File: src/cluster_defines.svh
`ifndef CLUSTER_DEFINES_SVH
`define CLUSTER_DEFINES_SVH

// ========================================
// Cluster dimensions
// ========================================

// Width of one data word in bits, a multiple of 16 so MOVLO has a clean low half
`define CL_XLEN 32

// Number of architectural registers, register 0 is hard-wired to zero
`define CL_NREGS 32

// Number of issue lanes, each lane owns one register file write port
`define CL_LANES 2

// Read ports of the register file, lane n reads through ports 2n and 2n+1
`define CL_RPORTS 4

`endif

File: src/rf_pkg.sv
`include "cluster_defines.svh"

// ========================================
// Register file types
// ========================================

package rf_pkg;

	// Register number wide enough to name every register
	typedef logic [$clog2(`CL_NREGS)-1:0] regno_t;

	// One data word as held in the register file and carried between stages
	typedef logic [`CL_XLEN-1:0] word_t;

	// One enable bit per byte of a data word
	// Bit b covers word bits 8b+7 down to 8b
	typedef logic [`CL_XLEN/8-1:0] bytesel_t;

endpackage

File: src/isa_pkg.sv
// ========================================
// Instruction set encoding
// ========================================

package isa_pkg;

	// Four-bit major opcode in the top nibble of every instruction word
	// Codes 9 to 15 are unassigned and decode as NOP
	typedef enum logic [3:0] {
		NOP   = 4'h0,
		ADD   = 4'h1,
		SUB   = 4'h2,
		AND   = 4'h3,
		OR    = 4'h4,
		XOR   = 4'h5,
		SLL   = 4'h6,
		ADDI  = 4'h7,
		MOVLO = 4'h8
	} opcode_t;

	// Register format with three register fields
	// The low 13 bits carry no information
	typedef struct packed {
		opcode_t        op;
		rf_pkg::regno_t rd;
		rf_pkg::regno_t rs1;
		rf_pkg::regno_t rs2;
		logic [12:0]    spare;
	} insn_r_t;

	// Immediate format, the immediate takes the place of rs2 and the spare bits
	typedef struct packed {
		opcode_t        op;
		rf_pkg::regno_t rd;
		rf_pkg::regno_t rs1;
		logic [17:0]    imm;
	} insn_i_t;

	// One instruction word seen through either format
	// The opcode, rd and rs1 fields sit at the same bits in both views
	typedef union packed {
		insn_r_t r;
		insn_i_t i;
	} insn_u;

endpackage

File: src/insn_decode.sv
`include "cluster_defines.svh"

module insn_decode (
	input  logic                clk,
	input  logic                rst,
	input  logic                in_valid [`CL_LANES],
	input  isa_pkg::insn_u      in_instr [`CL_LANES],
	output logic                dec_valid [`CL_LANES],
	output isa_pkg::opcode_t    dec_op [`CL_LANES],
	output rf_pkg::regno_t      dec_rd [`CL_LANES],
	output rf_pkg::regno_t      dec_rs1 [`CL_LANES],
	output rf_pkg::regno_t      dec_rs2 [`CL_LANES],
	output rf_pkg::word_t       dec_imm [`CL_LANES],
	output logic                dec_use_imm [`CL_LANES]
);
	import isa_pkg::*;
	import rf_pkg::*;

	// Width of the I-format immediate and the fill needed to reach a full word
	localparam int IMM_W = 18;
	localparam int IMM_PAD = `CL_XLEN - IMM_W;

	opcode_t nxt_op [`CL_LANES];
	regno_t  nxt_rd [`CL_LANES];
	regno_t  nxt_rs1 [`CL_LANES];
	regno_t  nxt_rs2 [`CL_LANES];
	word_t   nxt_imm [`CL_LANES];
	logic    nxt_use_imm [`CL_LANES];

	// ========================================
	// Field extraction per lane
	// ========================================

	always_comb begin
		for (int l = 0; l < `CL_LANES; l++) begin
			// Unused fields read register 0, which costs nothing downstream
			nxt_op[l] = NOP;
			nxt_rd[l] = '0;
			nxt_rs1[l] = '0;
			nxt_rs2[l] = '0;
			nxt_imm[l] = '0;
			nxt_use_imm[l] = 1'b0;
			case (in_instr[l].r.op)
				ADD, SUB, AND, OR, XOR, SLL: begin
					nxt_op[l] = in_instr[l].r.op;
					nxt_rd[l] = in_instr[l].r.rd;
					nxt_rs1[l] = in_instr[l].r.rs1;
					nxt_rs2[l] = in_instr[l].r.rs2;
				end
				ADDI: begin
					// Signed immediate so small negative constants fit
					nxt_op[l] = ADDI;
					nxt_rd[l] = in_instr[l].i.rd;
					nxt_rs1[l] = in_instr[l].i.rs1;
					nxt_imm[l] = {{IMM_PAD{in_instr[l].i.imm[IMM_W-1]}}, in_instr[l].i.imm};
					nxt_use_imm[l] = 1'b1;
				end
				MOVLO: begin
					// The rs1 field is ignored, no source register is read
					nxt_op[l] = MOVLO;
					nxt_rd[l] = in_instr[l].i.rd;
					nxt_imm[l] = {{IMM_PAD{1'b0}}, in_instr[l].i.imm};
					nxt_use_imm[l] = 1'b1;
				end
				default: begin
					// Unassigned codes stay NOP and are dropped in execute
				end
			endcase
		end
	end

	// ========================================
	// Decode register
	// ========================================

	always_ff @(posedge clk) begin
		if (rst) begin
			for (int l = 0; l < `CL_LANES; l++) begin
				dec_valid[l] <= 1'b0;
			end
		end else begin
			for (int l = 0; l < `CL_LANES; l++) begin
				dec_valid[l] <= in_valid[l];
			end
		end
	end

	// Payload only matters while the matching valid bit is set
	always_ff @(posedge clk) begin
		for (int l = 0; l < `CL_LANES; l++) begin
			dec_op[l] <= nxt_op[l];
			dec_rd[l] <= nxt_rd[l];
			dec_rs1[l] <= nxt_rs1[l];
			dec_rs2[l] <= nxt_rs2[l];
			dec_imm[l] <= nxt_imm[l];
			dec_use_imm[l] <= nxt_use_imm[l];
		end
	end

endmodule

File: config.mk
export PLATFORM = sky130hd
export DESIGN_NAME = insn_decode
export DESIGN_NICKNAME = d
export VERILOG_FILES = /design/src/rf_pkg.sv /design/src/isa_pkg.sv /design/src/insn_decode.sv
export VERILOG_INCLUDE_DIRS = /design/src
export SDC_FILE = /design/constraint.sdc
export NUM_CORES = 1
export LEC_CHECK = 0
export ABC_AREA = 1
export BUFFER_PORTS_ARGS = -buffer_cell sky130_fd_sc_hd__buf_2
export CAP_MARGIN = 40
export CORE_ASPECT_RATIO = 1.2
export CORE_MARGIN = 3
export CORE_UTILIZATION = 30
export DETAILED_ROUTE_END_ITERATION = 8
export MAX_ROUTING_LAYER = met4
export SYNTH_ARGS = -nofsm -noshare
export SYNTH_HDL_FRONTEND = slang
export SYNTH_SLANG_ARGS = --single-unit
File: constraint.sdc
create_clock -name clk -period 1.2 [get_ports clk]
set_clock_uncertainty 0.1 [all_clocks]
set_input_delay 0 -clock clk [delete_from_list [all_inputs] [get_ports clk]]
set_output_delay 0 -clock clk [all_outputs]
set_load 0.02 [all_outputs]
After elaboration in Yosys (flattened, before gate mapping)
Cells that the tools add are included.

Add/subtract/negate cells: 0. Multiply operators: 0. Div/mod/pow operators: 0. Magnitude comparators: 0. Eq/ne operators: 16. Shifts and indexed selects: 0. Mux-type cells: 6. Bitwise operators: 0. Reductions and logical operators: 8.

Operators with widths (number): one-hot mux 32 bit (2 select lines) (2); == test 4 x 3 -> 1 bit, second input constant (8); one-hot mux 4 bit (3 select lines) (2); == test 4 x 2 -> 1 bit, second input constant (4); OR reduction 8 bit (2); OR reduction 7 bit (2); OR reduction 6 bit (2); == test 4 x 1 -> 1 bit, second input constant (2); == test 4 bit, second input constant (2); OR reduction 2 bit (2); 2-to-1 mux 1 bit (2).

Register bits: 106. Latch bits: 0. Bits in writable memories: 0. Memory bits (read-only): 0. Output and inout bits: 106. Memories: 0.

Longest topological paths before layout
Depth in word-level cells: 3. Mapped depth: 7. Mapped depth without buffers: 7.

Worst setup path before layout
OpenSTA, ideal clock, no wires.

Path type: register to output. Start: reg, netlist name dec_imm[30]. End: out dec_imm[19] (netlist name). Arrival time: 839 ps. Required time: 1100 ps. Slack: 261 ps. Stages on the path, launching flop included: 2. Path buffers: 1. Cells stage by stage: dfxtp_1 -> buf_4.

RTL lines: end, declared (line insn_decode.sv:13) `` output rf_pkg::word_t dec_imm [`CL_LANES], ``.

==> impl_metrics.py <==
metrics = {
    "routing": {
        "antenna_left": 0,
        "drt_wl_total_um": 7070,
        "viasPerCell": 3.87,
        "num_vias": 2499,
        "drt_iter0_drc": 53,
        "wl_per_cell_um": 10.9,
        "firstDrtPassIters": 4,
        "drc_errors": 0,
    },
    "clock_tree": {
        "hold_buffers": 70,
        "clk_path_buf_depth": 2,
        "cts_tree": "built",
        "cts.sinks": 80,
        "clk_pin_slew_ns": 0.08,
        "h-tree-depth": 3,
        "numCtsBuffers": 9,
        "cts_root_buffer": "clkbuf_8",
    },
    "critical_path": {
        "slowest_stage": "dlygate4sd3_1",
        "crit_required_ns": 1.33,
        "cpPeakStageDelay_ns": 0.54,
        "cp-end-kind": "flip-flop",
        "setup.worst_path.start_class": "primary input",
        "crit_top_cell": "dlygate4sd3_1",
        "crit_type": "in2reg",
        "crit_path_max_fanout": 7,
        "crit_path_cell_trace": "dlygate4sd3_1, buf_2, nor2_1, dlygate4sd3_1",
        "critical_path_arrival_ns": 1.30,
    },
    "grt": {
        "grt_max_degree": 20,
        "grt_antenna_before_repair": 0,
        "gr-total-overflow": 0,
        "grt_first_pass_wirelength_um": 11100,
        "grt_pass1_vias": 2487,
        "grt.total_usage_pct": 14.5,
    },
    "timing": {
        "slew_viol_final": 0,
        "min_period_over_period_pct": 97.2,
        "fin_hold_ws_ns": -0.0888,
        "setup_violations": 0,
        "worst_slew_pin_slew_ns": 0.808,
        "hold_viol_final": 3,
        "clock.fmax_mhz": 857,
        "slew_headroom_pct": 46.1,
        "final.min_clock_period_ns": 1.17,
    },
    "finish": {
        "final_cell_count_no_fill": 646,
        "layout-drive-gt1-share_pct": 38.5,
        "nFillCells": 748,
        "fin_nets": 595,
        "fin_util_pct": 52.8,
        "diodes": 0,
        "area_growth_pct": 69.4,
    },
    "logic_synthesis": {
        "ys_seq_area_share_pct": 62.3,
        "syn_inst": 294,
        "synth.distinct_cells": 14,
        "synth_area_um2": 2570,
        "syn-num-nets": 362,
        "ys_warn_count": 0,
        "ys_ff_latch": 80,
        "avgSynthCellArea_um2": 8.74,
    },
    "floorplanning": {
        "core_um2": 8240,
        "die_w_um": 90.5,
        "start_util_pct": 31.2,
        "num_rows": 36,
        "ios": 174,
        "dieArea_um2": 9710,
        "die_y_um": 107,
    },
    "placement": {
        "place_inst": 559,
        "dp_hpwl_um": 4700,
        "port_buffers": 173,
        "gp_congestion": 0.878,
    },
    "run_status": {
        "outcome": "finished, violations left",
        "violations": "hold timing",
    },
    "power": {
        "p_per_area_nw_per_um2": 1310,
        "cellLeakagePower_uw": 0.00257,
        "peakVddDrop_mv": 0.899,
    },
    "hold_path": {
        "hold_class": "in2reg",
    },
    "run": {
        "maxCapViolCount": 0,
    },
}
cell families after synthesis:
| kind of cell | Yosys count | share of synthesized area, % |
|---|---|---|
| buf+inv | 101 | 19.1 |
| simple gates | 100 | 15.5 |
| flops | 80 | 62.3 |
| compound gates | 13 | 2.97 |
routing by layer:
layer	vias to the layer above	GRT usage [%]	share of wire [%]
met2	109	25.0	52
met3	12	3.43	6.3
li1	1275	-	-
met1	1103	16.0	40
met4	0	6.67	1.8
met5	-	-	0
what timing repair did:
action,CTS,global route
setup buffers,0,1
setup endpoints to repair,7,38
gates resized for setup,1,4
hold endpoints to repair,78,3
pin swaps,0,1
synth_stat cells (all sizes together):
| cell | count | share of area [%] |
|---|---|---|
| buf | 28 | 8.5 |
| a21oi | 11 | 2.6 |
| nand3 | 1 | 0.19 |
| nor2 | 72 | 11 |
| inv | 73 | 11 |
| dfxtp | 80 | 62 |
| nand2 | 23 | 3.4 |
| nor3 | 2 | 0.39 |
| o21ai | 2 | 0.39 |
| nor4 | 2 | 0.49 |
registers in the layout, indices dropped and copies added (netlist names):
name,cells
dec_rs2,10
dec_op,8
dec_rd,10
dec_rs1,10
dec_imm,38
dec_use_imm,2
dec_valid,2
final cells by class:
type | count | area [um2] | share of cell area [%]
repair buffers | 250 | 1630 | 37.5
flip-flops and latches | 80 | 1600 | 36.9
multi-input cells | 113 | 483 | 11.1
inverters | 73 | 274 | 6.30
clock buffers | 11 | 151 | 3.48
well taps | 114 | 143 | 3.28
clock inverters | 5 | 63.8 | 1.47
final timing paths:
kind  slack, ns    startpoint  cells after the start           to
max        0.03  in_instr[31]                      4    dec_op[1]
min       -0.09  in_instr[30]                      3  dec_imm[30]
critical path, delay by kind of cell:
family / cells / cell delay (ns)
AND/OR/NAND/NOR: 1 / 0.06
buffers and inverters: 3 / 1.23
placed cells by master (no fill, tap or decap), drive strengths merged, types with 2 or more instances in the layout:
| cell type | netlist | routed |
|---|---|---|
| a21oi | 11 | 11 |
| buf | 28 | 180 |
| dfxtp | 80 | 80 |
| clkinv | 0 | 2 |
| inv | 73 | 74 |
| nand2 | 23 | 23 |
| nor2 | 72 | 72 |
| nor4 | 2 | 2 |
| clkbuf | 0 | 11 |
| nor3 | 2 | 2 |
| o21ai | 2 | 2 |
| dlygate4sd3 | 0 | 70 |
power by group:
group,leakage (uW),switching [uW],internal (uW)
clock network,0.000106,946,1090
logic,0.00181,451,396
registers,0.000658,31.8,2780
total,0.00257,1430,4260
per-stage QoR:
stage	setup TNS [ns]	total power, uW	setup slack [ns]	instance area, um2
after CTS	0	5740	0.00796	4320
after global routing	-0.0604	5960	-0.0215	4350
after detailed placement	-1.98	3530	-0.145	3400
final	0	5690	0.0331	4350
after global placement	-0.405	3520	-0.0269	3400
after floorplan	0	3240	0.261	2570
(Power assumes the default switching activity.)
