**config.mk**
```make
export PLATFORM = sky130hd
export DESIGN_NAME = alu_execute
export DESIGN_NICKNAME = d
export VERILOG_FILES = /design/src/rf_pkg.sv /design/src/isa_pkg.sv /design/src/alu_execute.sv
export VERILOG_INCLUDE_DIRS = /design/src
export SDC_FILE = /design/constraint.sdc
export NUM_CORES = 1
export LEC_CHECK = 0
export ABC_CLOCK_PERIOD_IN_PS = 6500
export BUFFER_PORTS_ARGS = -buffer_cell sky130_fd_sc_hd__buf_2
export CAP_MARGIN = 15
export CORE_UTILIZATION = 29
export CTS_CLUSTER_SIZE = 10
export DETAILED_ROUTE_END_ITERATION = 7
export HOLD_SLACK_MARGIN = 0.05
export PLACE_DENSITY = 0.46
export SLEW_MARGIN = 20
export SYNTH_ARGS = -nofsm -noshare
export SYNTH_HDL_FRONTEND = slang
export SYNTH_SLANG_ARGS = --single-unit
```
**constraint.sdc**
```tcl
create_clock -name clk -period 6.5 [get_ports clk]
set_input_delay 0.975 -clock clk [delete_from_list [all_inputs] [get_ports clk]]
set_output_delay 0.975 -clock clk [all_outputs]
set_load 0.05 [all_outputs]
```
**src/cluster_defines.svh**
```systemverilog
`ifndef CLUSTER_DEFINES_SVH
`define CLUSTER_DEFINES_SVH

// ========================================
// Cluster dimensions
// ========================================

// Width of one data word in bits, a multiple of 16 so MOVLO has a clean low half
`define CL_XLEN 32

// Number of architectural registers, register 0 is hard-wired to zero
`define CL_NREGS 32

// Number of issue lanes, each lane owns one register file write port
`define CL_LANES 2

// Read ports of the register file, lane n reads through ports 2n and 2n+1
`define CL_RPORTS 4

`endif

```
**src/rf_pkg.sv**
```systemverilog
`include "cluster_defines.svh"

// ========================================
// Register file types
// ========================================

package rf_pkg;

	// Register number wide enough to name every register
	typedef logic [$clog2(`CL_NREGS)-1:0] regno_t;

	// One data word as held in the register file and carried between stages
	typedef logic [`CL_XLEN-1:0] word_t;

	// One enable bit per byte of a data word
	// Bit b covers word bits 8b+7 down to 8b
	typedef logic [`CL_XLEN/8-1:0] bytesel_t;

endpackage

```
**src/isa_pkg.sv**
```systemverilog
// ========================================
// Instruction set encoding
// ========================================

package isa_pkg;

	// Four-bit major opcode in the top nibble of every instruction word
	// Codes 9 to 15 are unassigned and decode as NOP
	typedef enum logic [3:0] {
		NOP   = 4'h0,
		ADD   = 4'h1,
		SUB   = 4'h2,
		AND   = 4'h3,
		OR    = 4'h4,
		XOR   = 4'h5,
		SLL   = 4'h6,
		ADDI  = 4'h7,
		MOVLO = 4'h8
	} opcode_t;

	// Register format with three register fields
	// The low 13 bits carry no information
	typedef struct packed {
		opcode_t        op;
		rf_pkg::regno_t rd;
		rf_pkg::regno_t rs1;
		rf_pkg::regno_t rs2;
		logic [12:0]    spare;
	} insn_r_t;

	// Immediate format, the immediate takes the place of rs2 and the spare bits
	typedef struct packed {
		opcode_t        op;
		rf_pkg::regno_t rd;
		rf_pkg::regno_t rs1;
		logic [17:0]    imm;
	} insn_i_t;

	// One instruction word seen through either format
	// The opcode, rd and rs1 fields sit at the same bits in both views
	typedef union packed {
		insn_r_t r;
		insn_i_t i;
	} insn_u;

endpackage

```
**src/alu_execute.sv**
```systemverilog
`include "cluster_defines.svh"

module alu_execute (
	input  logic             clk,
	input  logic             rst,
	input  logic             dec_valid [`CL_LANES],
	input  isa_pkg::opcode_t dec_op [`CL_LANES],
	input  rf_pkg::regno_t   dec_rd [`CL_LANES],
	input  rf_pkg::regno_t   dec_rs1 [`CL_LANES],
	input  rf_pkg::regno_t   dec_rs2 [`CL_LANES],
	input  rf_pkg::word_t    dec_imm [`CL_LANES],
	input  logic             dec_use_imm [`CL_LANES],
	input  rf_pkg::word_t    rd_data [`CL_RPORTS],
	output logic             ex_valid [`CL_LANES],
	output rf_pkg::regno_t   ex_rd [`CL_LANES],
	output rf_pkg::word_t    ex_value [`CL_LANES],
	output rf_pkg::bytesel_t ex_be [`CL_LANES]
);
	import isa_pkg::*;
	import rf_pkg::*;

	localparam int SH_W = $clog2(`CL_XLEN);
	localparam int HALF = `CL_XLEN / 2;
	localparam bytesel_t BE_ALL = '1;
	// Enables for the bytes of the low half word only
	localparam bytesel_t BE_LOW = bytesel_t'((1 << (`CL_XLEN / 16)) - 1);

	word_t    op_a [`CL_LANES];
	word_t    op_b [`CL_LANES];
	word_t    res [`CL_LANES];
	bytesel_t res_be [`CL_LANES];

	// ========================================
	// Operand select and ALUs
	// ========================================

	always_comb begin
		for (int l = 0; l < `CL_LANES; l++) begin
			// The register file already returns zero for register 0
			op_a[l] = rd_data[2*l];
			op_b[l] = dec_use_imm[l] ? dec_imm[l] : rd_data[2*l+1];
			res_be[l] = BE_ALL;
			case (dec_op[l])
				ADD, ADDI: res[l] = op_a[l] + op_b[l];
				SUB:       res[l] = op_a[l] - op_b[l];
				AND:       res[l] = op_a[l] & op_b[l];
				OR:        res[l] = op_a[l] | op_b[l];
				XOR:       res[l] = op_a[l] ^ op_b[l];
				SLL:       res[l] = op_a[l] << op_b[l][SH_W-1:0];
				MOVLO: begin
					// Only the low half is written, the upper bytes keep their value
					res[l] = {{HALF{1'b0}}, op_b[l][HALF-1:0]};
					res_be[l] = BE_LOW;
				end
				default:   res[l] = '0;
			endcase
		end
	end

	// ========================================
	// Execute register
	// ========================================

	always_ff @(posedge clk) begin
		if (rst) begin
			for (int l = 0; l < `CL_LANES; l++) begin
				ex_valid[l] <= 1'b0;
			end
		end else begin
			for (int l = 0; l < `CL_LANES; l++) begin
				ex_valid[l] <= dec_valid[l] && dec_op[l] != NOP;
			end
		end
	end

	always_ff @(posedge clk) begin
		for (int l = 0; l < `CL_LANES; l++) begin
			ex_rd[l] <= dec_rd[l];
			ex_value[l] <= res[l];
			ex_be[l] <= res_be[l];
		end
	end

endmodule

```
### Yosys cells after proc, flatten, opt, wreduce, memory -nomap -nowiden

Index checks and enable logic that the tools add are counted.

| word-level totals | value |
|---|---|
| register bits | 84 |
| output and inout port bits | 84 |
| logic and storage cells | 48 |

| cells by class | value |
|---|---|
| add/subtract/negate cells | 4 |
| eq/ne operators | 16 |
| shift-type cells | 2 |
| muxes and demuxes | 6 |
| bitwise operators | 6 |
| reduce and logical (&&, ||, !) cells | 6 |

Operators with widths:

| operator | number |
|---|---|
| $pmux 32 s7 | 2 |
| $add 32x32->32 | 2 |
| $and 32x32->32 | 2 |
| $mux 32 | 2 |
| $or 32x32->32 | 2 |
| $shl 32x5->32 | 2 |
| $sub 32x32->32 | 2 |
| $xor 32x32->32 | 2 |
| $eq 4x3->1 const B | 8 |
| $eq 4x2->1 const B | 4 |
| $eq 4x1->1 const B | 2 |
| $eq 4x4->1 const B | 2 |
| $mux 4 | 2 |
| $reduce_bool 4->1 | 2 |
| $reduce_or 2->1 | 2 |
| $logic_and 1x1->1 | 2 |

### Depth between registers and ports, before layout

| logic depth | value |
|---|---|
| depth in word-level cells | 3 |
| gate-level depth with buffers | 23 |

### Least setup slack after synthesis

Ideal clock, no wire load.

| timing | value |
|---|---|
| kind | input port to flip-flop |
| start point | input dec_use_imm[1] (netlist name) |
| end point | register ex_value[63] (netlist name) |
| setup time | 0.116 ns |
| data arrival time | 5.242 ns |
| path slack | 1.142 ns |
| stages | 19 |
| path buffers | 2 |
| cell sequence | buf_6 mux2i_4 clkbuf_1 ha_1 nand3_1 or2_1 o41ai_4 a31oi_1 xnor2_1 ha_1 a21oi_1 o21ai_0 a221o_1 a21oi_1 or2b_2 a21oi_2 o311a_1 or3_1 a31o_1 |

RTL lines:

| element | line | source |
|---|---|---|
| start: declaration | alu_execute.sv:12 | `` input logic dec_use_imm [`CL_LANES], `` |
| end signal: indexed assignment | alu_execute.sv:79 | `ex_value[l] <= res[l];` |
| end: declaration | alu_execute.sv:16 | `` output rf_pkg::word_t ex_value [`CL_LANES], `` |

==> impl_results.md <==
* Cell taking the most area after synthesis: ha_1
* RSZ-0062 raised after global routing: false
* Die footprint at 49,400 sq um
* Max-cap viol count at 0
* Number of buffers added to fix hold violations after cts at 0
* Global-route wire length before repair at 89.2 mm
* Cell at the root of the clock tree: clkbuf_16
* Post-synthesis instance total at 1,888
* Proportion of synthesized flip-flops having asynchronous set or reset at 0%
* Share of the synthesized area in the top cell type at between 10% and 20%
* Most used standard cell by instance count after synthesis: ha_1
* Slew @ Worst Pin at 0.952 ns
* Rel. slew slack at 35.7%
* Hold Violations, Final at 0
* Peak supply drop at 0.101 mV
* Count of filler cells inserted in the layout at 5,173
* Number of violations reported at the end of detailed-routing iteration 0 at approximately 1,200
* Number of global-route vias before repair at 14,613
* First drt pass iteration count at 6
* Number of flops mapped to enable cells by yosys at 0
* Estimated wirelength of the detail-placed design at 47.0 mm
* Critical path buffers and inverters at 4
* CTS-repair resized insts at 0
* Floorplan row count at 80
* Overall fraction of global-route tracks in use at between 20% and 30%
* Average via count per standard cell at between 5 and 6
* Drt wl/cell at 21.4 um
* Portion of the clock cycle consumed by the worst path in the final layout at 85.3%
* Register area at 1560 sq um
* Critical-path top delay cell: a311oi_1
* Sort of element at the end of the critical path: flip-flop
* Required arrival time at the worst endpoint at 6.78 ns
* Part of the Yosys area used for sequential elements at between 10% and 20%
* Min-delay src: dec_rd[5]
* RePlAce Congestion at 0.949
* Crit-path cells: buf_2 -> buf_4 -> mux2i_4 -> clkinv_1 -> xnor2_1 -> ha_1 -> a21o_1 -> a311oi_1 -> nor4_1 -> nor4b_1 -> buf_4 -> o31a_1 -> o21ai_0 -> and3_1 -> a41oi_1 -> nand4_1
* Cell depth of the worst min-delay path at 1
* Initial antenna violation count at 6
* Class of the worst hold path: in -> reg
* Number of nets with antenna violations after detailed routing at 0
* Most Frequent Cell on Critical Path: buf_4
* Power Dens Cells at approximately 180 nW/um^2
* Clock buffers created by TritonCTS at 9
* Number of buffers on the longest clock path at 2
* Cell types with the largest area share after synthesis: ha_1 (17%), dfxtp_1 (11%), mux2i_1 (9.5%)
* Period minus WS final at roughly 5.5 ns
* Initial Utilization at between 20% and 30%
* Fraction of layout instances using a drive strength above 1 at 20.1%
* Number of H-tree branching levels at 3
* Number of buffers inserted by port buffering at 295
* Chip Height at approximately 220 um
* Total Routed Length at just under 60 mm
* Register bit count reported by yosys at 78
* Most frequent cells after synthesis: ha_1 (196), nand2_1 (178), a21oi_1 (164)
* Vias after detailed routing at roughly 15,000
* Horizontal die dimension at 222 um
* Pin count of the biggest net entering global routing at 56
* Kind of cell with the highest combined delay on the critical path: compound AO/OA/AOI/OAI gates
* Top_reg_cell synth: dfxtp_1
* Peak Freq at 180 MHz
* Top Ports at 320
* Final-layout setup total negative slack at 0 ns
* Setup Crit Path Kind: in -> reg
* Startpoint Class: primary input
* # nets final at ~2,600
* Buffer count from post-CTS setup fixing at 0
* Number of DRC violations after detailed routing at 0
* Worst endpoint data arrival time at 5.82 ns
* Worst Setup SP: dec_use_imm[1]
* Core area at between 40,000 and 50,000 sq um
* Total grt overflow at 0
* Largest stage delay on the critical path at 0.64 ns
* # clock sinks at 78
* Syn_area_per_cell at 7.46 sq um
* Worst Hold Slack at 0.693 ns
* Clock-pin slew on the worst setup and hold paths at 0.08 ns
* Outcome: complete, no violations
* Combined area of the multi-input logic cells at between 10,000 and 15,000 sq um
* Library cells used by synthesis at 95
* Final setup viols at 0
* Count of pins over their slew limit at 0
* Largest driver fanout on the critical path at 28
* Area of the mapped netlist at 14,100 sq um
* Synthesis Warnings at 0
* Depth of the critical timing path with buffers and inverters included at 16
* Growth of design area from synthesis to finish at 17.3%
* Leakage power of the design at 7.83 nW
* CTS tree: built
-- where the power goes --
group | switching, mW | internal [mW] | total (mW)
registers | 0.0239 | 0.543 | 0.567
logic | 1.12 | 0.573 | 1.70
clock network | 0.276 | 0.378 | 0.654
total | 1.42 | 1.49 | 2.92
-- routing by layer --
metal / global-route usage [%] / wire length (um)
met1: 32.2 / 27500
met3: 3.46 / 3390
met5: 0 / 18
met4: 5.32 / 969
met2: 38.1 / 27200
-- logic make-up after synthesis --
logic type,Yosys count,synth area share (%)
mux,156,12.0
compound gates,594,27.8
xor+xnor,110,6.84
simple gates,499,16.8
buf+inv,252,7.69
fa+ha+maj,198,17.7
flops,78,11.1
other cells,1,0.0266
-- flip-flops by register name, indices dropped and copies added (netlist names) --
name      cells
ex_be         2
ex_rd        10
ex_valid      2
ex_value     64
-- placed cells by master, fill, tap and decap left out, types with 28 or more instances in the layout --
master    instances
a21o_1           28
a21oi_1         164
a221oi_1         33
a22oi_1          31
a31oi_1          38
buf_2           295
buf_4            43
dfxtp_1          78
ha_1            196
inv_1           135
mux2i_1         131
nand2_1         178
nand3_1          45
nor2_1          141
o211ai_1         30
o21ai_0         119
xnor2_1          93
-- worst paths after layout --
| kind | slack, ns | to |
|---|---|---|
| hold / removal | 0.69 | ex_rd[5]$_DFF_P_ |
| setup / recovery | 0.96 | ex_value[62]$_DFF_P_ |
-- area by class of cell --
class / count / share of cell area (%)
Clock inverter: 7 / 0.727
Timing Repair Buffer: 338 / 10.9
Antenna cell: 5 / 0.0758
Clock buffer: 9 / 1.36
Sequential cell: 78 / 9.46
Multi-Input combinational cell: 1561 / 69.5
Tap cell: 615 / 4.66
Inverter: 145 / 3.30
-- stage by stage --
stage	total power, mW	utilization (%)	instance area [sq um]	std cells	setup slack (ns)
6_report	2.92	34.5	16500	2758	0.957
5_1_grt	3.11	34.5	16500	2754	0.711
4_1_cts	2.94	34.5	16500	2753	1.07
3_5_place_dp	2.26	33.8	16200	2737	0.654
3_3_place_gp	2.25	33.8	16200	2737	0.690
2_1_floorplan	1.76	-	14100	1891	1.14
(Power assumes the default switching activity.)
