[config.mk]
export PLATFORM = sky130hd
export DESIGN_NAME = retire_stage
export DESIGN_NICKNAME = d
export VERILOG_FILES = /design/src/rf_pkg.sv /design/src/retire_stage.sv
export VERILOG_INCLUDE_DIRS = /design/src
export SDC_FILE = /design/constraint.sdc
export NUM_CORES = 1
export LEC_CHECK = 0
export ABC_AREA = 1
export BUFFER_PORTS_ARGS = -buffer_cell sky130_fd_sc_hd__buf_2
export CAP_MARGIN = 20
export CORE_AREA = 2 2 110 112
export DETAILED_ROUTE_END_ITERATION = 16
export DIE_AREA = 0 0 112 114
export GPL_TIMING_DRIVEN = 0
export PLACE_DENSITY = 0.88
export SETUP_SLACK_MARGIN = 0.15
export SYNTH_ARGS = -nofsm -noshare
export SYNTH_HDL_FRONTEND = slang
export SYNTH_SLANG_ARGS = --single-unit
[constraint.sdc]
create_clock -name clk -period 2.8 [get_ports clk]
set_input_delay 0.56 -clock clk [delete_from_list [all_inputs] [get_ports clk]]
set_output_delay 0.56 -clock clk [all_outputs]
set_load 0.05 [all_outputs]
[src/cluster_defines.svh]
`ifndef CLUSTER_DEFINES_SVH
`define CLUSTER_DEFINES_SVH

// ========================================
// Cluster dimensions
// ========================================

// Width of one data word in bits, a multiple of 16 so MOVLO has a clean low half
`define CL_XLEN 32

// Number of architectural registers, register 0 is hard-wired to zero
`define CL_NREGS 32

// Number of issue lanes, each lane owns one register file write port
`define CL_LANES 2

// Read ports of the register file, lane n reads through ports 2n and 2n+1
`define CL_RPORTS 4

`endif

[src/rf_pkg.sv]
`include "cluster_defines.svh"

// ========================================
// Register file types
// ========================================

package rf_pkg;

	// Register number wide enough to name every register
	typedef logic [$clog2(`CL_NREGS)-1:0] regno_t;

	// One data word as held in the register file and carried between stages
	typedef logic [`CL_XLEN-1:0] word_t;

	// One enable bit per byte of a data word
	// Bit b covers word bits 8b+7 down to 8b
	typedef logic [`CL_XLEN/8-1:0] bytesel_t;

endpackage

[src/retire_stage.sv]
`include "cluster_defines.svh"

module retire_stage (
	input  logic             clk,
	input  logic             rst,
	input  logic             ex_valid [`CL_LANES],
	input  rf_pkg::regno_t   ex_rd [`CL_LANES],
	input  rf_pkg::word_t    ex_value [`CL_LANES],
	input  rf_pkg::bytesel_t ex_be [`CL_LANES],
	output logic             wr_en [`CL_LANES],
	output rf_pkg::regno_t   wr_addr [`CL_LANES],
	output rf_pkg::bytesel_t wr_be [`CL_LANES],
	output rf_pkg::word_t    wr_data [`CL_LANES],
	output logic             ret_valid [`CL_LANES],
	output rf_pkg::regno_t   ret_rd [`CL_LANES],
	output rf_pkg::word_t    ret_value [`CL_LANES],
	output rf_pkg::bytesel_t ret_be [`CL_LANES],
	output logic [31:0]      ret_count
);
	// Number of lanes retiring this cycle
	logic [$clog2(`CL_LANES+1)-1:0] n_valid;

	// ========================================
	// Write ports
	// ========================================

	// Writes to register 0 are dropped here, the instruction still retires
	always_comb begin
		n_valid = '0;
		for (int l = 0; l < `CL_LANES; l++) begin
			wr_en[l] = ex_valid[l] && ex_rd[l] != '0;
			wr_addr[l] = ex_rd[l];
			wr_be[l] = ex_be[l];
			wr_data[l] = ex_value[l];
			n_valid = n_valid + ex_valid[l];
		end
	end

	// ========================================
	// Retire report
	// ========================================

	always_ff @(posedge clk) begin
		if (rst) begin
			for (int l = 0; l < `CL_LANES; l++) begin
				ret_valid[l] <= 1'b0;
			end
			ret_count <= '0;
		end else begin
			for (int l = 0; l < `CL_LANES; l++) begin
				ret_valid[l] <= ex_valid[l];
			end
			ret_count <= ret_count + 32'(n_valid);
		end
	end

	// A discarded write reports zero value and no written bytes
	always_ff @(posedge clk) begin
		for (int l = 0; l < `CL_LANES; l++) begin
			ret_rd[l] <= ex_rd[l];
			ret_value[l] <= wr_en[l] ? ex_value[l] : '0;
			ret_be[l] <= wr_en[l] ? ex_be[l] : '0;
		end
	end

endmodule

After elaboration in Yosys (flattened, before gate mapping). Cells that the tools add are included.

Bits in latches: 0. Bits of input ports: 86. Output and inout bits: 200. Bits in writable memories: 0. Bits in read-only memories: 0. Flip-flop bits (word level): 116. Memories: 0. Word-level logic and storage cells: 15.

Shift-type cells: 0. Multiplexer cells: 0. $add $sub $neg: 2. Bitwise logic cells: 0. Eq/ne operators: 0. Reductions and logical operators: 4. Div/mod/pow operators: 0. Order comparisons: 0. $mul: 0.

Operators by type and width (number): 32-bit by 2-bit adder with 32-bit output (1); 5-bit nonzero test (2); 1-bit by 1-bit adder with 2-bit output (1); 1-bit logical AND (2).

Longest topological paths before layout. Gate-level depths: netlist of run 1.

Depth in word-level cells: 2. Depth in mapped cells: 11.

Worst setup path after synthesis of run 1. No wires, ideal clock.

Path kind: register to register. Start point: reg ret_count[0]. End point: reg ret_count[24]. Data required time: 2683 ps. Path buffers: 0. Arrival: 2092 ps. Setup time: 117 ps. Slack: 591 ps. Cell stages (with the launch flop): 12. Cells stage by stage: dfxtp_1 > inv_1 > fa_1 > inv_1 > ha_1 > nand2_2 > nor2_4 > nand2_4 > nor2_4 > nand3_1 > nand2_1 > nor2_1.

Longest elaborated chain between the ends: 1.

Ends and longest elaborated chain: from (decl) (line retire_stage.sv:18) `output logic [31:0] ret_count`; from (signal assigned) (line retire_stage.sv:53) `ret_count <= ret_count + 32'(n_valid);`; 32-bit by 2-bit adder with 32-bit output (line retire_stage.sv:53).

No other way between the ends. A chain may end at the register's enable or synchronous reset.

==> impl_results.md, run 1 <==
- Cell Int Power: 3.45 mW
- Seq/Total Area, Yosys: 49.9%
- Endpoint class of the critical path: primary output
- Max stage delay on crit path: 310 ps
- Finished Cell Area: 6870 um^2
- CP most frequent cell: buf_2
- Slew @ Worst Pin: 538 ps
- HP Class: in2reg
- Clock transition at path regs: 50 ps
- Pleak: 3.91 nW
- Seq pwr share: 35.8%
- Boundary Pins: 286
- FF+latch count, synth: 116
- Synth warn: 0
- Postcts setup bufs: 0
- Logic pwr share: 18.7%
- TritonCTS clock tree: yes
- Drt pass-1 iters: 4
- Die H: 114 um
- Crit path buffers/inverters: 4
- WS Path Type: in2out
- Worst clock skew: 9.17 ps
- Ant. Diodes: 0
- Maximum achievable frequency: 417 MHz
- Post-detail-place hpwl: 10800 um
- DR vias/cell: 4.30
- Final Util: 58.7%
- Final number of max-transition violations: 0
- Startpoint types: primary input
- First-pass GRT wire length: 20300 um
- R2R cell count: 11
- Deepest clock path buffer count: 2
- Commonest non-fill, non-tap cells in the layout: buf_2 (291), nor2_1 (138), dfxtp_1 (116)
- Netlist cell types: 27
- Starting Density: 39.7%
- Worst Path Required: 2240 ps
- Core area: 11700 um^2
- Sw Pwr: 1.43 mW
- DP Area: 6260 um^2
- Clock share of power: 45.4%
- Final non-filler cell total: 1045
- Run status: complete, no violations
- Post-Syn Nets: 669
- Wire length per cell: 12.8 um
- Routed wire length: 13300 um
- CP Depth: 7
- Final ANT Viol Nets: 0
- H-tree Lvls: 4
- Mapped Cells: 581
- Hold path depth: 1
- Die Width: 112 um
- Worst rel slew slack: 64.1%
- Die Area: 12800 um^2
- Sw frac: 29.3%
- Initial antenna violation count: 0
- CTS root buffer: clkbuf_16
- Via count: 4495
- MaxCap Viol Count: 0
- Mapped cell area: 4650 um^2
- Arrival time at the worst endpoint: 1840 ps
- # clock sinks: 116
- IO buf count: 285
- CTS Buf Count: 17
- Drc violations: 0
- Vias in the first global route: 4113
- Fill count: 1070
- Initial drt markers: 190
- Layout cells sized above 1: 47.7%
- Pwr dens: 710 nW/um^2
- Row cnt: 40
- Most common cell after layout, fill and taps aside: buf_2
- CP cell instances: buf_2, nor3_1, nand2_1, nand2_1, buf_2, inv_1, buf_2
- RSZ-0062 raised after global routing: no
- Largest net degree at the start of global routing: 17
- Period minus WS final: 2400 ps
- Gr ovfl total: 0
- GP Congestion: 0.892
- CTS Hold Bufs: 0
- Skew-Pair Late Insertion Delay: 410 ps
- # setup viols final: 0
- Gr usage total: 20.6%
- Dpl cells: 1013
- Post-CTS sizing: 0
- Post-route setup TNS: 0 ps
- CP top delay family: buffers and inverters
- Final Hold Vio Count: 0
- Avg Cell Area, Syn: 8.00 um^2
- Total power: 4.88 mW
- Crit-path slowest cell: nand2_1
- Area taken by flip-flops and latches: 2320 um^2
- Nets@finish: 973
- Period Utilization, post-route: 85.6%
- Crit path max fanout: 10
- VDD IR-drop max: 0.000448 V
- Area of the multi-input gates: 1330 um^2
- Area Growth Syn to Fin: 47.8%
==> worst paths after layout <==
kind         slack, ps               startpoint                       end
max                400                 ex_rd[3]                  wr_en[0]
min                290                 ex_rd[0]         ret_rd[0]$_DFF_P_
max reg2reg        820  ret_count[0]$_SDFF_PP0_  ret_count[24]$_SDFF_PP0_
min reg2reg        510  ret_count[5]$_SDFF_PP0_   ret_count[5]$_SDFF_PP0_
==> metal layers <==
metal	vias to the layer above	wire, um	GRT usage [%]	share of wire (%)
li1	2247	-	-	-
met5	-	0	0	0
met3	22	960	7.60	7.2
met1	2075	5020	21.7	38
met4	0	335	9.59	2.5
met2	151	7020	36.9	53
==> area by class of cell <==
cell class / count / share of cell area (%)
Clock buffer: 22 / 7.05
Timing Repair Buffer: 285 / 20.8
Tap cell: 147 / 2.68
Multi-Input combinational cell: 283 / 19.4
Buffer: 91 / 9.56
Sequential cell: 116 / 33.8
Inverter: 91 / 4.97
Clock inverter: 10 / 1.86
==> per-stage QoR <==
stage / hold WS [ps] / setup WS, ps
floorplan: 588 / 591
global placement: 484 / 429
detailed placement: 501 / 407
CTS: 264 / 410
global route: 269 / 235
finish: 286 / 403
==> synthesized netlist by cell type (all sizes together) <==
library cell | count | area (um^2)
o21ai | 5 | 25.0
xor2 | 1 | 8.76
nor2 | 151 | 676
clkbuf | 2 | 7.51
nor3 | 2 | 10.0
nor3b | 2 | 15.0
nand3 | 16 | 80.1
inv | 91 | 342
o21a | 2 | 15.0
nand2 | 75 | 317
a21oi | 21 | 109
and2 | 3 | 18.8
dfxtp | 116 | 2320
or2 | 1 | 6.26
fa | 1 | 20.0
xnor2 | 2 | 17.5
ha | 1 | 12.5
buf | 89 | 649
==> power by group through the flow <==
stage | logic [mW] | registers [mW] | clock network, mW
3_5_place_dp | 0.917 | 1.78 | 0
6_report | 0.914 | 1.75 | 2.22
4_1_cts | 0.920 | 1.75 | 2.24
2_1_floorplan | 0.410 | 2.04 | 0
3_3_place_gp | 0.907 | 1.78 | 0
5_1_grt | 0.956 | 1.75 | 2.32
==> registers in the layout, summed over array words and instances (netlist names) <==
register and count:
ret_be 8, ret_count 32, ret_rd 10, ret_valid 2, ret_value 64
==> logic make-up (layout without fill, tap and decap cells) <==
family	after synthesis	in the layout	share of synthesized area (%)
compound gates	28	28	3.20
xor+xnor	3	3	0.565
fa+ha+maj	2	2	0.699
simple gates	250	250	24.1
buf+inv	182	499	21.5
flops	116	116	49.9
No activity file was read; power rests on OpenSTA's default activity.
==> run 2: changes to the inputs <==
ABC_AREA = unset   (was 1)
PLACE_DENSITY = 0.84   (was 0.88)
==> run 2 against run 1 <==
Effect of this change: sequential cell count did not move; critical path depth rose by 3; synthesized area fell by 8.1%; sequential power barely moved; design area fell by 5.4%; clock power barely moved; utilization fell by 3.2 points; routed wire length fell by 14%; sequential share of layout area rose by 1.9 points; critical endpoint is now ret_count[24]$_SDFF_PP0_; largest cell class unchanged; highest routed layer unchanged.
==> impl_results.md, run 2 <==
- Die H: 114 um (unchanged)
- Clock transition at path regs: 50 ps (about the same)
- Postcts setup bufs: 0 (unchanged)
- DP Area: 5880 um^2 (-6.1%)
- Layout cells sized above 1: 55.1% (+7.4 points)
- Period Utilization, post-route: 88.0% (+2.4 points)
- Netlist cell types: 31 (+15%)
- Initial drt markers: 161 (-15%)
- Met2 Use GR: 28.7% (-8.2 points)
- GP Congestion: 0.779 (-13%)
- Synth warn: 0 (unchanged)
- Nets@finish: 812 (-17%)
- Pleak: 3.36 nW (-14%)
- Wire length per cell: 12.9 um (+1.3%)
- TritonCTS clock tree: yes
- Period minus WS final: 2460 ps (+65.9 ps)
- MaxCap Viol Count: 0 (unchanged)
- Biggest register: ret_value
- CTS Hold Bufs: 0 (unchanged)
- Post-Syn Nets: 509 (-24%)
- Area Growth Syn to Fin: 52.1%
- FF+latch count, synth: 116 (unchanged)
- Drt pass-1 iters: 6 (+2)
- Synth top cells by count: dfxtp_1 (116), buf_4 (82), and2_1 (74)
- DR vias/cell: 4.28 (-0.46%)
- Pwr dens: 743 nW/um^2 (+4.7%)
- Worst hold margin: 279 ps (-6.68 ps)
- CTS root buffer: clkbuf_16
- Slew @ Worst Pin: 591 ps (+53.4 ps)
- First-pass GRT wire length: 17400 um (-14%)
- Worst Path Required: 3150 ps (+910 ps)
- Gr ovfl total: 0 (unchanged)
- Final Util: 55.5% (-3.2 points)
- Commonest non-fill, non-tap cells in the layout: buf_2 (285), dfxtp_1 (116), buf_4 (82)
- Dpl cells: 852 (-16%)
- RSZ-0062 raised after global routing: no
- GR Util met1: 20.6% (-1.1 points)
- Initial antenna violation count: 0 (unchanged)
- # clock sinks: 116 (unchanged)
- EDFF count, synth: 0 (unchanged)
- Die Width: 112 um (unchanged)
- Core area: 11700 um^2 (unchanged)
- Worst clock skew: 6.16 ps (-3.01 ps)
- Row cnt: 40 (unchanged)
- Biggest regs: ret_value x64, ret_count x32, ret_rd x10
- Most common cell after layout, fill and taps aside: buf_2
- Finished Cell Area: 6500 um^2 (-5.4%)
- Starting Density: 36.5% (-3.2 points)
- Worst rel slew slack: 60.3% (-3.9 points)
- Largest net degree at the start of global routing: 17 (unchanged)
- Maximum achievable frequency: 406 MHz (-2.7%)
- Post-detail-place hpwl: 9050 um (-17%)
- Cell taking the most area after synthesis: dfxtp_1
- VDD IR-drop max: 0.000481 V (+7.3%)
- Via count: 3785 (-16%)
- # setup viols final: 0 (unchanged)
- Routed wire length: 11400 um (-14%)
- Async set-or-reset flop fraction in the synthesized netlist: 0% (unchanged)
- H-tree Lvls: 4 (unchanged)
- HP Class: in2reg
- Final number of max-transition violations: 0 (unchanged)
- Crit-path slowest cell: fa_1
- Skew-Pair Late Insertion Delay: 400 ps (about the same)
- Drc violations: 0 (unchanged)
- Top_reg_cell synth: dfxtp_1
- Die Area: 12800 um^2 (unchanged)
- Endpoint class of the critical path: register
- IO buf count: 284 (-0.35%)
- Synth top area cells: dfxtp_1 (54%), buf_4 (14%), and2_1 (11%)
- Vias in the first global route: 3576 (-13%)
- Run status: complete, no violations
- Deepest clock path buffer count: 2 (unchanged)
- Final Hold Vio Count: 0 (unchanged)
- Top-count cell post-synth: dfxtp_1
- Post-route setup TNS: 0 ps (unchanged)
- Gr usage total: 17.5% (-3.1 points)
- CP cell instances: buf_2, inv_1, fa_1, inv_1, ha_1, nand4_1, nor3_2, nand3_1, or4_1, nand2_1
- Max stage delay on crit path: 490 ps (+180 ps)
- Seq/Total Area, Yosys: 54.3% (+4.4 points)
- Met3 Usage GRT: 6.64% (-0.96 points)
- Avg Cell Area, Syn: 10.2 um^2 (+27%)
- Arrival time at the worst endpoint: 2810 ps (+970 ps)
- Post-synth top area share: 54.3% (+4.4 points)
- Post-CTS sizing: 0 (unchanged)
- Mapped Cells: 421 (-28%)
- Most Used Layer, Global Route: met2
- Boundary Pins: 286 (unchanged)
- R2r setup slk: 370 ps (-450 ps)
- CTS Buf Count: 17 (unchanged)
- Final non-filler cell total: 884 (-15%)
- Startpoint types: primary input
- Number of flip-flops under the largest register name: 64 (unchanged)
- Ant. Diodes: 0 (unchanged)
- WS Path Type: in2reg
- CP most frequent cell: inv_1
- Mapped cell area: 4270 um^2 (-8.1%)
- Final ANT Viol Nets: 0 (unchanged)
- Crit path max fanout: 5 (-5)
==> run 2: cell count changes after synthesis, sizes merged, moves of 4 or more <==
cell    before  now
nor2       151   34
inv         91    6
a21oi       21    5
buf         89   83
nand2       75   11
nor3         2    8
and2         3   74
xor2         1   21
clkbuf       2   10
and3         0    4
nand4        0   10
==> run 2: worst max-delay path: cells and delay by family <==
kind / cells / cell delay (ps)
AND/OR/NAND/NOR: 5 / 1210
buffers and inverters: 3 / 290
adder cells (fa/ha/maj): 2 / 740
==> run 2: final timing paths <==
check / from / endpoint / cells after the start
hold / removal: ex_rd[3] / ret_rd[3]$_DFF_P_ / 1
setup / recovery: ex_valid[0] / ret_count[24]$_SDFF_PP0_ / 10
setup reg to reg: ret_count[0]$_SDFF_PP0_ / ret_count[24]$_SDFF_PP0_ / 9
hold reg to reg: ret_count[31]$_SDFF_PP0_ / ret_count[31]$_SDFF_PP0_ / 2
==> run 2: kinds of logic after synthesis <==
family	after synthesis	synth area share [%]
XOR/XNOR	26	5.33
AND/OR/NAND/NOR	169	22.5
AO/OA/AOI/OAI	9	1.11
buffers and inverters	99	15.9
flip-flops	116	54.3
adder cells (fa/ha/maj)	2	0.761
==> run 2: area by class of cell <==
cell class                 count  area [um^2]
clock buffer                  23          488
tap                          147          184
buffer                        93          658
inverter                       6         22.5
sequential                   116         2320
clock inverter                 9          125
fill                        1047         5210
timing repair buffer         284         1420
multi-input combinational    206         1280
==> run 2: metal layers <==
metal,up-vias,part of all wire (%)
li1,1875,-
met1,1731,40
met2,162,51
met3,17,7.3
met4,0,1.3
met5,-,0
==> run 2: per-stage QoR <==
step / total power [mW] / setup WS (ps)
after floorplan: 2.44 / 354
after global placement: 2.66 / -60.7
after detailed placement: 2.67 / -39.0
after CTS: 4.89 / 230
after global routing: 5.01 / 151
final: 4.83 / 337
==> run 2: report_power, final <==
part	switching [mW]	internal [mW]	total (mW)
clock	0.710	1.49	2.20
sequential	0.0232	1.73	1.75
combinational	0.640	0.244	0.883
total	1.37	3.46	4.83
